<file path="src/include/jc_params.svh">
`ifndef JC_PARAMS_SVH
`define JC_PARAMS_SVH

// Instruction and PC width
`define JC_XLEN 32

// Instructions per fetch group
`define JC_SLOTS 5

// Functional units reporting resolved control flow
`define JC_FU_PORTS 3

// Bimodal counter table, indexed by PC[6:2]
`define JC_BHT_ENTRIES 32

// JALR target table, indexed by PC[5:2], tagged by PC[31:6]
`define JC_JTB_ENTRIES 16

`endif
</file>
<file path="src/design/jc_pkg.sv">
package jc_pkg;

	////////////////////////////////////////
	// Opcode field, instr[6:0]
	////////////////////////////////////////

	typedef enum logic [6:0] {
		JAL    = 7'b1101111, // Unconditional, always redirects
		JALR   = 7'b1100111, // Register indirect jump
		BRANCH = 7'b1100011  // B-type conditional branch
	} opcode_e;

	////////////////////////////////////////
	// Update bus transfer kind
	////////////////////////////////////////

	// Selects which prediction table a transfer trains
	typedef enum logic {
		UPD_BRANCH = 1'b0, // Bimodal counter table
		UPD_JALR   = 1'b1  // JALR target table
	} upd_kind_e;

endpackage

</file>
<file path="src/design/jump_controller.sv">
`timescale 1ns/1ps
`include "jc_params.svh"

module jump_controller (
	input  logic                                     clk,
	input  logic                                     arst_n,

	// Fetch group
	input  logic [`JC_SLOTS-1:0][`JC_XLEN-1:0]       pc,
	input  logic [`JC_SLOTS-1:0][`JC_XLEN-1:0]       instr,

	// Resolution reports from the functional units
	input  logic [`JC_FU_PORTS-1:0]                  br_upd_valid,
	input  logic [`JC_FU_PORTS-1:0][`JC_XLEN-1:0]    br_upd_pc,
	input  logic [`JC_FU_PORTS-1:0]                  jalr_upd_valid,
	input  logic [`JC_FU_PORTS-1:0][`JC_XLEN-1:0]    jalr_upd_pc,
	input  logic [`JC_FU_PORTS-1:0]                  mispredict,
	input  logic [`JC_FU_PORTS-1:0][`JC_XLEN-1:0]    correct_pc,

	// Per-slot decisions
	output logic [`JC_SLOTS-1:0]                     jump, // 1 : redirect
	output logic [`JC_SLOTS-1:0]                     jalr,

	output logic                                     jalr_pred_valid,
	output logic [`JC_XLEN-1:0]                      jalr_pred_target
);

	logic [`JC_SLOTS-1:0] is_jal;
	logic [`JC_SLOTS-1:0] is_branch;
	logic [`JC_SLOTS-1:0] bht_taken;

	// Shared update bus
	logic                 upd_valid;
	jc_pkg::upd_kind_e    upd_kind;
	logic [`JC_XLEN-1:0]  upd_pc;
	logic                 upd_mispredict;
	logic [`JC_XLEN-1:0]  upd_target;

	////////////////////////////////////////
	// Slot decode
	////////////////////////////////////////

	for (genvar s = 0; s < `JC_SLOTS; s++) begin : g_decode
		assign is_jal[s]    = (instr[s][6:0] == jc_pkg::JAL);
		assign is_branch[s] = (instr[s][6:0] == jc_pkg::BRANCH);
		assign jalr[s]      = (instr[s][6:0] == jc_pkg::JALR);
	end

	// Counter only matters for real B-type slots
	assign jump = is_jal | (is_branch & bht_taken);

	////////////////////////////////////////
	// Update arbitration
	////////////////////////////////////////

	update_arbiter update_arbiter_inst (
		.clk            (clk),
		.arst_n         (arst_n),
		.br_upd_valid   (br_upd_valid),
		.jalr_upd_valid (jalr_upd_valid),
		.br_upd_pc      (br_upd_pc),
		.jalr_upd_pc    (jalr_upd_pc),
		.mispredict     (mispredict),
		.correct_pc     (correct_pc),
		.upd_valid      (upd_valid),
		.upd_kind       (upd_kind),
		.upd_pc         (upd_pc),
		.upd_mispredict (upd_mispredict),
		.upd_target     (upd_target)
	);

	////////////////////////////////////////
	// Prediction tables
	////////////////////////////////////////

	branch_predictor branch_predictor_inst (
		.clk            (clk),
		.arst_n         (arst_n),
		.pc             (pc),
		.upd_valid      (upd_valid),
		.upd_kind       (upd_kind),
		.upd_pc         (upd_pc),
		.upd_mispredict (upd_mispredict),
		.taken          (bht_taken)
	);

	// One target per group, taken from the first hitting JALR
	jalr_predictor jalr_predictor_inst (
		.clk         (clk),
		.arst_n      (arst_n),
		.pc          (pc),
		.is_jalr     (jalr),
		.upd_valid   (upd_valid),
		.upd_kind    (upd_kind),
		.upd_pc      (upd_pc),
		.upd_target  (upd_target),
		.pred_valid  (jalr_pred_valid),
		.pred_target (jalr_pred_target)
	);

endmodule

</file>
<file path="src/design/jalr_predictor.sv">
`timescale 1ns/1ps
`include "jc_params.svh"

module jalr_predictor (
	input  logic                                  clk,
	input  logic                                  arst_n,

	// Lookup side
	input  logic [`JC_SLOTS-1:0][`JC_XLEN-1:0]    pc,
	input  logic [`JC_SLOTS-1:0]                  is_jalr,

	// Shared update bus
	input  logic                                  upd_valid,
	input  jc_pkg::upd_kind_e                     upd_kind,
	input  logic [`JC_XLEN-1:0]                   upd_pc,
	input  logic [`JC_XLEN-1:0]                   upd_target,

	output logic                                  pred_valid,
	output logic [`JC_XLEN-1:0]                   pred_target
);

	localparam int IDX_W   = $clog2(`JC_JTB_ENTRIES);
	localparam int TAG_LSB = IDX_W + 2;          // Skip word offset and index
	localparam int TAG_W   = `JC_XLEN - TAG_LSB;

	////////////////////////////////////////
	// Target table storage
	////////////////////////////////////////

	logic [`JC_JTB_ENTRIES-1:0] jtb_valid;
	logic [TAG_W-1:0]           jtb_tag    [`JC_JTB_ENTRIES];
	logic [`JC_XLEN-1:0]        jtb_target [`JC_JTB_ENTRIES];

	logic [IDX_W-1:0]           slot_idx   [`JC_SLOTS];
	logic [`JC_SLOTS-1:0]       slot_hit;
	logic [IDX_W-1:0]           wr_idx;
	logic                       jtb_we;

	////////////////////////////////////////
	// Lookups
	////////////////////////////////////////

	for (genvar s = 0; s < `JC_SLOTS; s++) begin : g_lookup
		assign slot_idx[s] = pc[s][TAG_LSB-1:2];

		// Only JALR slots may hit
		assign slot_hit[s] = is_jalr[s]
			& jtb_valid[slot_idx[s]]
			& (jtb_tag[slot_idx[s]] == pc[s][`JC_XLEN-1:TAG_LSB]);
	end

	// Lowest hitting slot wins, so scan from the top down
	always_comb begin
		pred_valid  = 1'b0;
		pred_target = '0;
		for (int s = `JC_SLOTS - 1; s >= 0; s--) begin
			if (slot_hit[s]) begin
				pred_valid  = 1'b1;
				pred_target = jtb_target[slot_idx[s]];
			end
		end
	end

	////////////////////////////////////////
	// Update
	////////////////////////////////////////

	assign jtb_we = upd_valid && (upd_kind == jc_pkg::UPD_JALR);
	assign wr_idx = upd_pc[TAG_LSB-1:2];

	always_ff @(posedge clk or negedge arst_n) begin
		if (!arst_n) begin
			jtb_valid <= '0;
		end else if (jtb_we) begin
			jtb_valid[wr_idx] <= 1'b1;
		end
	end

	// Written on every JALR report, mispredicted or not
	always_ff @(posedge clk) begin
		if (jtb_we) begin
			jtb_tag[wr_idx]    <= upd_pc[`JC_XLEN-1:TAG_LSB];
			jtb_target[wr_idx] <= upd_target;
		end
	end

endmodule

</file>
<file path="src/design/branch_predictor.sv">
`timescale 1ns/1ps
`include "jc_params.svh"

module branch_predictor (
	input  logic                                  clk,
	input  logic                                  arst_n,

	// Lookup side, one PC per slot
	input  logic [`JC_SLOTS-1:0][`JC_XLEN-1:0]    pc,

	// Shared update bus
	input  logic                                  upd_valid,
	input  jc_pkg::upd_kind_e                     upd_kind,
	input  logic [`JC_XLEN-1:0]                   upd_pc,
	input  logic                                  upd_mispredict,

	output logic [`JC_SLOTS-1:0]                  taken
);

	localparam int IDX_W = $clog2(`JC_BHT_ENTRIES);

	logic [1:0]       bht [`JC_BHT_ENTRIES]; // 2-bit saturating counters
	logic [IDX_W-1:0] wr_idx;
	logic [1:0]       cur_ctr;
	logic [1:0]       next_ctr;
	logic             bht_we;
	logic             step_up;

	////////////////////////////////////////
	// Lookups
	////////////////////////////////////////

	// Upper counter bit is the predicted direction
	for (genvar s = 0; s < `JC_SLOTS; s++) begin : g_lookup
		assign taken[s] = bht[pc[s][IDX_W+1:2]][1];
	end

	////////////////////////////////////////
	// Training
	////////////////////////////////////////

	assign bht_we  = upd_valid && (upd_kind == jc_pkg::UPD_BRANCH);
	assign wr_idx  = upd_pc[IDX_W+1:2];
	assign cur_ctr = bht[wr_idx];

	// Mispredict flips the sense of the step
	assign step_up = cur_ctr[1] ^ upd_mispredict;

	always_comb begin
		next_ctr = cur_ctr;
		if (step_up) begin
			if (cur_ctr != 2'd3) begin
				next_ctr = cur_ctr + 2'd1;
			end
		end else begin
			if (cur_ctr != 2'd0) begin
				next_ctr = cur_ctr - 2'd1;
			end
		end
	end

	always_ff @(posedge clk or negedge arst_n) begin
		if (!arst_n) begin
			for (int e = 0; e < `JC_BHT_ENTRIES; e++) begin
				bht[e] <= 2'b01; // Weakly not taken
			end
		end else if (bht_we) begin
			bht[wr_idx] <= next_ctr;
		end
	end

endmodule

</file>
<file path="src/design/update_arbiter.sv">
`timescale 1ns/1ps
`include "jc_params.svh"

module update_arbiter (
	input  logic                                     clk,
	input  logic                                     arst_n,

	// Per-FU resolution reports
	input  logic [`JC_FU_PORTS-1:0]                  br_upd_valid,
	input  logic [`JC_FU_PORTS-1:0]                  jalr_upd_valid,
	input  logic [`JC_FU_PORTS-1:0][`JC_XLEN-1:0]    br_upd_pc,
	input  logic [`JC_FU_PORTS-1:0][`JC_XLEN-1:0]    jalr_upd_pc,
	input  logic [`JC_FU_PORTS-1:0]                  mispredict,
	input  logic [`JC_FU_PORTS-1:0][`JC_XLEN-1:0]    correct_pc,

	// Shared update bus
	output logic                                     upd_valid,
	output jc_pkg::upd_kind_e                        upd_kind,
	output logic [`JC_XLEN-1:0]                      upd_pc,
	output logic                                     upd_mispredict,
	output logic [`JC_XLEN-1:0]                      upd_target
);

	logic [1:0]                  rr_ptr;    // Highest priority port
	logic [1:0]                  grant_idx;
	logic [`JC_FU_PORTS-1:0]     req;
	logic                        take_branch;

	// Port index reached by stepping forward from base, with wrap
	function automatic logic [1:0] port_after(input logic [1:0] base, input int unsigned step);
		int unsigned sum;
		sum = base + step;
		if (sum >= `JC_FU_PORTS) begin
			sum = sum - `JC_FU_PORTS;
		end
		return sum[1:0];
	endfunction

	assign req = br_upd_valid | jalr_upd_valid;

	////////////////////////////////////////
	// Round-robin scan
	////////////////////////////////////////

	// Scan backwards so the closest requester to the pointer wins
	always_comb begin
		grant_idx = rr_ptr;
		for (int k = `JC_FU_PORTS - 1; k >= 0; k--) begin
			if (req[port_after(rr_ptr, k)]) begin
				grant_idx = port_after(rr_ptr, k);
			end
		end
	end

	always_ff @(posedge clk or negedge arst_n) begin
		if (!arst_n) begin
			rr_ptr <= 2'd0;
		end else if (upd_valid) begin
			rr_ptr <= port_after(grant_idx, 1); // Winner drops to lowest priority
		end
	end

	////////////////////////////////////////
	// Bus mux
	////////////////////////////////////////

	assign take_branch    = br_upd_valid[grant_idx]; // Branch report beats JALR on one port

	assign upd_valid      = |req;
	assign upd_kind       = take_branch ? jc_pkg::UPD_BRANCH : jc_pkg::UPD_JALR;
	assign upd_pc         = take_branch ? br_upd_pc[grant_idx] : jalr_upd_pc[grant_idx];
	assign upd_mispredict = mispredict[grant_idx];
	assign upd_target     = correct_pc[grant_idx];

endmodule

</file>
<file path="config.mk">
export PLATFORM = sky130hd
export DESIGN_NAME = jump_controller
export DESIGN_NICKNAME = d
export VERILOG_FILES = /design/src/design/jc_pkg.sv /design/src/design/jump_controller.sv /design/src/design/jalr_predictor.sv /design/src/design/branch_predictor.sv /design/src/design/update_arbiter.sv
export VERILOG_INCLUDE_DIRS = /design/src /design/src/include
export SDC_FILE = /design/constraint.sdc
export NUM_CORES = 2
export LEC_CHECK = 0
export CAP_MARGIN = 10
export CELL_PAD_IN_SITES_DETAIL_PLACEMENT = 1
export CELL_PAD_IN_SITES_GLOBAL_PLACEMENT = 1
export CORE_AREA = 2 2 257 513
export DETAILED_ROUTE_END_ITERATION = 16
export DIE_AREA = 0 0 259 515
export DONT_BUFFER_PORTS = 1
export PLACE_DENSITY = 0.86
export SLEW_MARGIN = 30
export SYNTH_ARGS = -nofsm -noshare
export SYNTH_HDL_FRONTEND = slang
export SYNTH_SLANG_ARGS = --single-unit
</file>
<file path="constraint.sdc">
create_clock -name clk -period 7.3 [get_ports clk]
set_clock_uncertainty 0.2 [all_clocks]
set_input_delay 0.73 -clock clk [delete_from_list [all_inputs] [get_ports clk]]
set_output_delay 0.73 -clock clk [all_outputs]
set_load 0.005 [all_outputs]
</file>
After elaboration in Yosys (flattened, before gate mapping)
Memories as Yosys holds them, arrays and structs flattened.
Cells that the tools add are included.
{ "op_classes": {"n_mux": 73, "eq_ne": 21, "addsub": 9, "order_cmp": 22, "bitwise": 21, "n_reduce_logical": 6} }
{ "op_table": {"columns": ["op", "count"], "rows": [
  ["$mux W32", 9],
  ["$bmux W32 S2", 3],
  ["$eq A26 B26 Y1", 5],
  ["$eq A7 B7 Y1 const B", 15],
  ["$bwmux W64", 1],
  ["$bmux W2 S5", 6],
  ["$mux W2", 23],
  ["$ge A6 B6 Y1 const B", 6],
  ["$not A5 Y6", 6],
  ["$lt A4 B5 Y1 const B", 6],
  ["$bmux W1 S4", 5],
  ["$mux W1", 19],
  ["$or A16 B16 Y16", 1],
  ["$lt A2 B3 Y1 const B", 4],
  ["$and A1 B1 Y1", 10],
  ["$bmux W1 S2", 5],
  ["$demux W2 S5", 1],
  ["$ge A3 B2 Y1 const B", 3],
  ["$sub A2 B2 Y2 const B", 4],
  ["$add A2 B1 Y3 const B", 2],
  ["$lt A6 B1 Y1 const B", 1],
  ["$and A5 B5 Y5", 1],
  ["$or A5 B5 Y5", 1],
  ["$demux W1 S4", 1],
  ["other kinds (11)", 14]
]} }
{ "word_totals": {"word_cells": 188, "mem_bits_rw": 928, "input_bits": 619, "out_inout_bits": 43, "register_bits": 82, "memories": 2} }
{ "mem_list": {"columns": ["name", "depth", "word_bits", "rd", "rd_clocked_by_memory_dff", "wr", "line", "rtl"], "rows": [
  ["jalr_predictor_inst.jtb_target", 16, 32, 5, 0, 1, "jalr_predictor.sv:32", "logic [`JC_XLEN-1:0] jtb_target [`JC_JTB_ENTRIES];"],
  ["jalr_predictor_inst.jtb_tag", 16, 26, 5, 0, 1, "jalr_predictor.sv:31", "logic [TAG_W-1:0] jtb_tag [`JC_JTB_ENTRIES];"]
]} }

Longest topological paths before layout
{ "depth": {"word_depth": 19, "mapped_depth": 20, "ltp_nobuf": 16} }

Cells and area by module
From an unflattened synthesis, not the netlist that was laid out.
{ "unflattened": {"cells_unflattened": 4529, "hier_area_um2": 75795.2} }
{ "by_module_without_submodules": {"columns": ["mod", "cells_each", "n_inst", "area_per_inst_um2"], "rows": [
  ["jalr_predictor", 3751, 1, 68059.0],
  ["branch_predictor", 389, 1, 4614.4],
  ["update_arbiter", 355, 1, 2881.5],
  ["jump_controller", 34, 1, 240.2]
]} }

Least setup slack after synthesis
Ideal clock, no wire load.
{ "synth_path": {"path_kind": "input -> register", "from": "input port br_upd_valid[1]", "to": "memory jalr_predictor_inst.jtb_tag[4][0] (netlist bit), enable pin", "setup_slack_ns": 0.909, "path_stages": 13, "path_buffers": 3, "setup_time_ns": 0.475, "arrival_time_ns": 5.716, "t_required_ns": 6.625, "cell_sequence": "buf_4 nor2_4 nand2_1 a311o_1 o21ai_4 inv_4 mux2i_2 nor2_1 a311oi_2 buf_2 nand2_1 clkbuf_1 nor2_1"} }
{ "synth_between": {"elab_chain_cells": 12, "word_cells_on_any_way": 22} }
{ "synth_lines": {"columns": ["element", "line", "rtl"], "rows": [
  ["start: declaration", "jump_controller.sv:13", "input logic [`JC_FU_PORTS-1:0] br_upd_valid,"],
  ["$or A3 B3 Y3", "update_arbiter.sv:39", "assign req = br_upd_valid | jalr_upd_valid;"],
  ["$bmux W1 S2", "update_arbiter.sv:49", "if (req[port_after(rr_ptr, k)]) begin"],
  ["$mux W1 (not written as such)", "update_arbiter.sv:49", null],
  ["$mux W2 (3 in series)", "update_arbiter.sv:49", null],
  ["$bmux W1 S2", "update_arbiter.sv:67", "assign take_branch = br_upd_valid[grant_idx];"],
  ["$mux W1 (not written as such)", "update_arbiter.sv:67", null],
  ["$mux W1", "update_arbiter.sv:70", "assign upd_kind = take_branch ? jc_pkg::UPD_BRANCH : jc_pkg::UPD_JALR;"],
  ["$logic_and A1 B1 Y1", "jalr_predictor.sv:68", "assign jtb_we = upd_valid && (upd_kind == jc_pkg::UPD_JALR);"],
  ["$mux W1", "jalr_predictor.sv:81", "if (jtb_we) begin"],
  ["$mux W1", "jalr_predictor.sv:82", "jtb_tag[wr_idx] <= upd_pc[`JC_XLEN-1:TAG_LSB];"],
  ["end: declaration", "jalr_predictor.sv:31", null]
]} }
Parallel ways exist; a longest one is shown, timed or not. The select of a mux whose other input is x is not followed.

==> results.toml <==
[run_status]
run_status = "complete, no violations"

[global_route]
first_global_vias = 53700
grt_overflow_total = 0
grt_max_degree = 245
initial_antenna_violation_count = 44
grt_pass1_wl_mm = 415
grt_usage_pct = 45.0

[route]
drt_pre_antenna_iters = 7
route.vias.total = 50100
drt-wirelength-per-cell_um = 52.2
drt_iter0_drc = 7722
detailroute.wirelength.met3_mm = 41.6
finalWirelength_mm = 290
routed-wl-met2_mm = 137
met1Wirelength_mm = 78.0
top_layer_used = "met5"
post_route_ant_nets = 0
drc_errors = 0
viasPerCell = 9.03

[synth]
avgSynthCellArea_sq_um = 18.7
post-synth-top-area-fraction_pct = 47.3
synth_sequential_area_ratio_pct = 40.8
synth_edf_count = 928
synth.largest_area_cell = "sky130_fd_sc_hd__mux4_2"
synth_async_sr_flop_share_pct = 8.12
ys_dominant_reg_cell = "sky130_fd_sc_hd__edfxtp_1"
post_synth_inst_count = 3934
nets_in_the_synthesized_netlist = 4557
muxShareOfSynthArea_pct = 50.9
synthSimpleGateAreaFrac_pct = 2.96
post_synthesis_cell_type_count = 65
synth.cell_area_sq_um = 73400
synth_top_family_by_area = "multiplexers"
yosysWarnings = 0
yosys-top-cells-area = "sky130_fd_sc_hd__mux4_2 (47%), sky130_fd_sc_hd__edfxtp_1 (38%), sky130_fd_sc_hd__mux2_2 (2.5%)"
synthXorXnorAreaFrac_pct = 1.55
synthesized_flop_and_latch_total = 1010
synth_compound_area_share_pct = 1.48
synth.top_cells.by_count = "sky130_fd_sc_hd__mux4_2 (1,542), sky130_fd_sc_hd__edfxtp_1 (928), sky130_fd_sc_hd__clkbuf_1 (245)"
post-synth-top-count-cell = "sky130_fd_sc_hd__mux4_2"
yosys.area_share.adder_pct = 0.0681

[worst_hold_path]
hold_depth = 3
worst_hold_startpoint = "jalr_upd_valid[1]"
worst_hold_path_class = "input pin to flip-flop"
min_to = "update_arbiter_inst.rr_ptr[0]"

[critical_path]
crit_fanout = 43
crit_arrival_ps = 6140
worstSetupPathType = "flip-flop to output pin"
cp-end-kind = "output pin"
launch_point_of_the_worst_reg_to_reg_path = "update_arbiter_inst.rr_ptr[1]"
timing.reg2reg.setup_slack_ps = 900
cp-start-kind = "flip-flop"
ff2ff_path_depth = 14
required_ps = 6370
critical_path.reg2reg.endpoint = "jalr_predictor_inst.jtb_target[2][19]"

[timing]
setup_viol_count_final = 0
final.period_utilization_pct = 96.9
timing.slew.headroom_pct = 16.8
postLayoutSetupSlackWorst_ps = 227
fin_hold_ws_ps = 193
slew_worst_pin_ps = 1250
grt_setup_unrepaired = "false"
final_max_slew_viol_count = 0
timing.setup.tns_ps = 0
final_period_minus_worst_setup_slack_ps = 7070
final_hold_viol_count = 0
max_freq_mhz = 141

[power_and_ir_drop]
p_int_mw = 18.7
vdd.ir_drop.worst_uv = 552
total_leakage_power_nw = 24.1
power.density_cell_area_nw_per_um2 = 401
p_sw_mw = 12.8
power.share.combinational_pct = 45.3
power.sequential.fraction_pct = 38.5
clock_group_share_of_total_power_pct = 16.2
swShare_pct = 40.6

[finish]
post_route_cells_drive_above_1_share_pct = 54.5
syn_to_final_growth_pct = 6.86
nets = 4359

[clock_tree]
cts.root.buffer_cell = "sky130_fd_sc_hd__clkbuf_16"
htree_levels = 3
cts-hold-fix-buffers = 2
cts-resized-gates = 0
cts.clk_slew.worst_paths_ps = 60
clock_path_buffers = 3
cts.sinks = 1010
postCtsSetupBuffers = 0
cts-buffers-inserted = 92
worstSkewPairLatency_ps = 730
cts_tree = "yes"

[die]
floorplan.initialDensity_pct = 56.8
design.die.area_sq_um = 133000
placement_rows = 187
floorplan.die.height_um = 515
floorplan.die.width_um = 259
placeableCoreArea_sq_um = 129000
io_pins = 662

[placed_design]
place_congestion = 1.07
port-buffer-count = 0
dpl.hpwl_mm = 168
placement.setup.worst_slack_ps = 1200

[flow_run]
maxCapViolCount = 0
==> cells by family after synthesis <==
group           after synthesis
buf+inv                     422
compound gates              170
simple gates                414
fa+ha+maj                     4
xor+xnor                    130
flops                      1010
mux                        1784
==> cells in the final DEF, fill, tap and decap left out, types with 20 or more instances in the layout <==
cell type                   netlist  layout
sky130_fd_sc_hd__nand2b_1        31      31
sky130_fd_sc_hd__nand4_1         48      48
sky130_fd_sc_hd__o21ai_0         88      75
sky130_fd_sc_hd__clkbuf_16        0      98
sky130_fd_sc_hd__buf_4            2     102
sky130_fd_sc_hd__edfxtp_1       928     928
sky130_fd_sc_hd__nand3_1         39      39
sky130_fd_sc_hd__nor3_1          35      35
sky130_fd_sc_hd__diode_2          0      31
sky130_fd_sc_hd__nor2_1          39      20
sky130_fd_sc_hd__xor2_1          50      46
sky130_fd_sc_hd__mux2_2         164     164
sky130_fd_sc_hd__dfstp_2         32      32
sky130_fd_sc_hd__nand3b_1        31      31
sky130_fd_sc_hd__mux4_2        1542    1542
sky130_fd_sc_hd__dfrtp_1         50      50
sky130_fd_sc_hd__nand2_1        113     113
sky130_fd_sc_hd__mux2i_1         76      75
sky130_fd_sc_hd__xnor2_1         80      73
==> cell type report <==
type                            instances  area [sq um]
Antenna cell                           31          77.6
Clock buffer                          124          2650
Multi-Input combinational cell       2502         42100
Sequential cell                      1010         30000
Fill cell                           10600         50900
Inverter                                9          36.3
Tap cell                             1701          2130
Clock inverter                         49           399
Timing Repair Buffer                  121          1140
==> per-stage QoR <==
| step | util, % | power (mW) | area [sq um] | std cells |
|---|---|---|---|---|
| finish | 60.7 | 31.5 | 78500 | 5547 |
| global route | 60.6 | 32.0 | 78500 | 5537 |
| CTS | 60.5 | 30.7 | 78200 | 5512 |
| detailed placement | 58.1 | 25.6 | 75100 | 5337 |
| global placement | 58.0 | 24.6 | 75100 | 5337 |
| floorplan | - | 20.1 | 73400 | 3934 |
==> worst max-delay path by stage <==
stage                                                   start                                     to  slack, ps
after floorplan                               br_upd_valid[1]      jalr_predictor_inst.jtb_tag[4][0]        910
after global placement                        br_upd_valid[2]  jalr_predictor_inst.jtb_target[2][26]       1350
after detailed placement                               pc[98]                   jalr_pred_target[30]       1200
after CTS                 jalr_predictor_inst.jtb_tag[10][18]                   jalr_pred_target[25]        770
after global routing       jalr_predictor_inst.jtb_tag[5][18]                   jalr_pred_target[30]        370
final                      jalr_predictor_inst.jtb_tag[5][18]                   jalr_pred_target[30]        230
==> sequential cells by signal (all words and copies together) (netlist names) <==
register                        cells
update_arbiter_inst.rr_ptr          2
jalr_predictor_inst.jtb_tag       416
jalr_predictor_inst.jtb_target    512
jalr_predictor_inst.jtb_valid      16
branch_predictor_inst.bht          64
==> critical path, cell delays in order, from the launching register on <==
cell and delay [ps]:
sky130_fd_sc_hd__edfxtp_1 480, sky130_fd_sc_hd__mux4_2 530, sky130_fd_sc_hd__mux4_2 480, sky130_fd_sc_hd__xnor2_1 650
sky130_fd_sc_hd__nand4_1 280, sky130_fd_sc_hd__nor4_1 1000, sky130_fd_sc_hd__nand4_1 170, sky130_fd_sc_hd__buf_4 320
sky130_fd_sc_hd__buf_16 250, sky130_fd_sc_hd__mux2_2 320, sky130_fd_sc_hd__mux2_2 270, sky130_fd_sc_hd__mux2_2 260
sky130_fd_sc_hd__mux2_2 300
==> power groups by stage <==
| stage | clock (mW) | sequential (mW) | combinational (mW) |
|---|---|---|---|
| CTS | 5.09 | 12.0 | 13.6 |
| global route | 5.23 | 12.3 | 14.5 |
| finish | 5.09 | 12.1 | 14.3 |
| detailed placement | 0 | 12.1 | 13.5 |
| global placement | 0 | 11.6 | 12.9 |
| floorplan | 0 | 11.5 | 8.61 |
==> metal layers <==
layer | track usage (%) | vias to the layer above
li1 | - | 17500
met1 | 48.9 | 25600
met2 | 69.1 | 5352
met3 | 17.3 | 1665
met4 | 38.4 | 26
met5 | 0.593 | -
(Power assumes the default switching activity.)
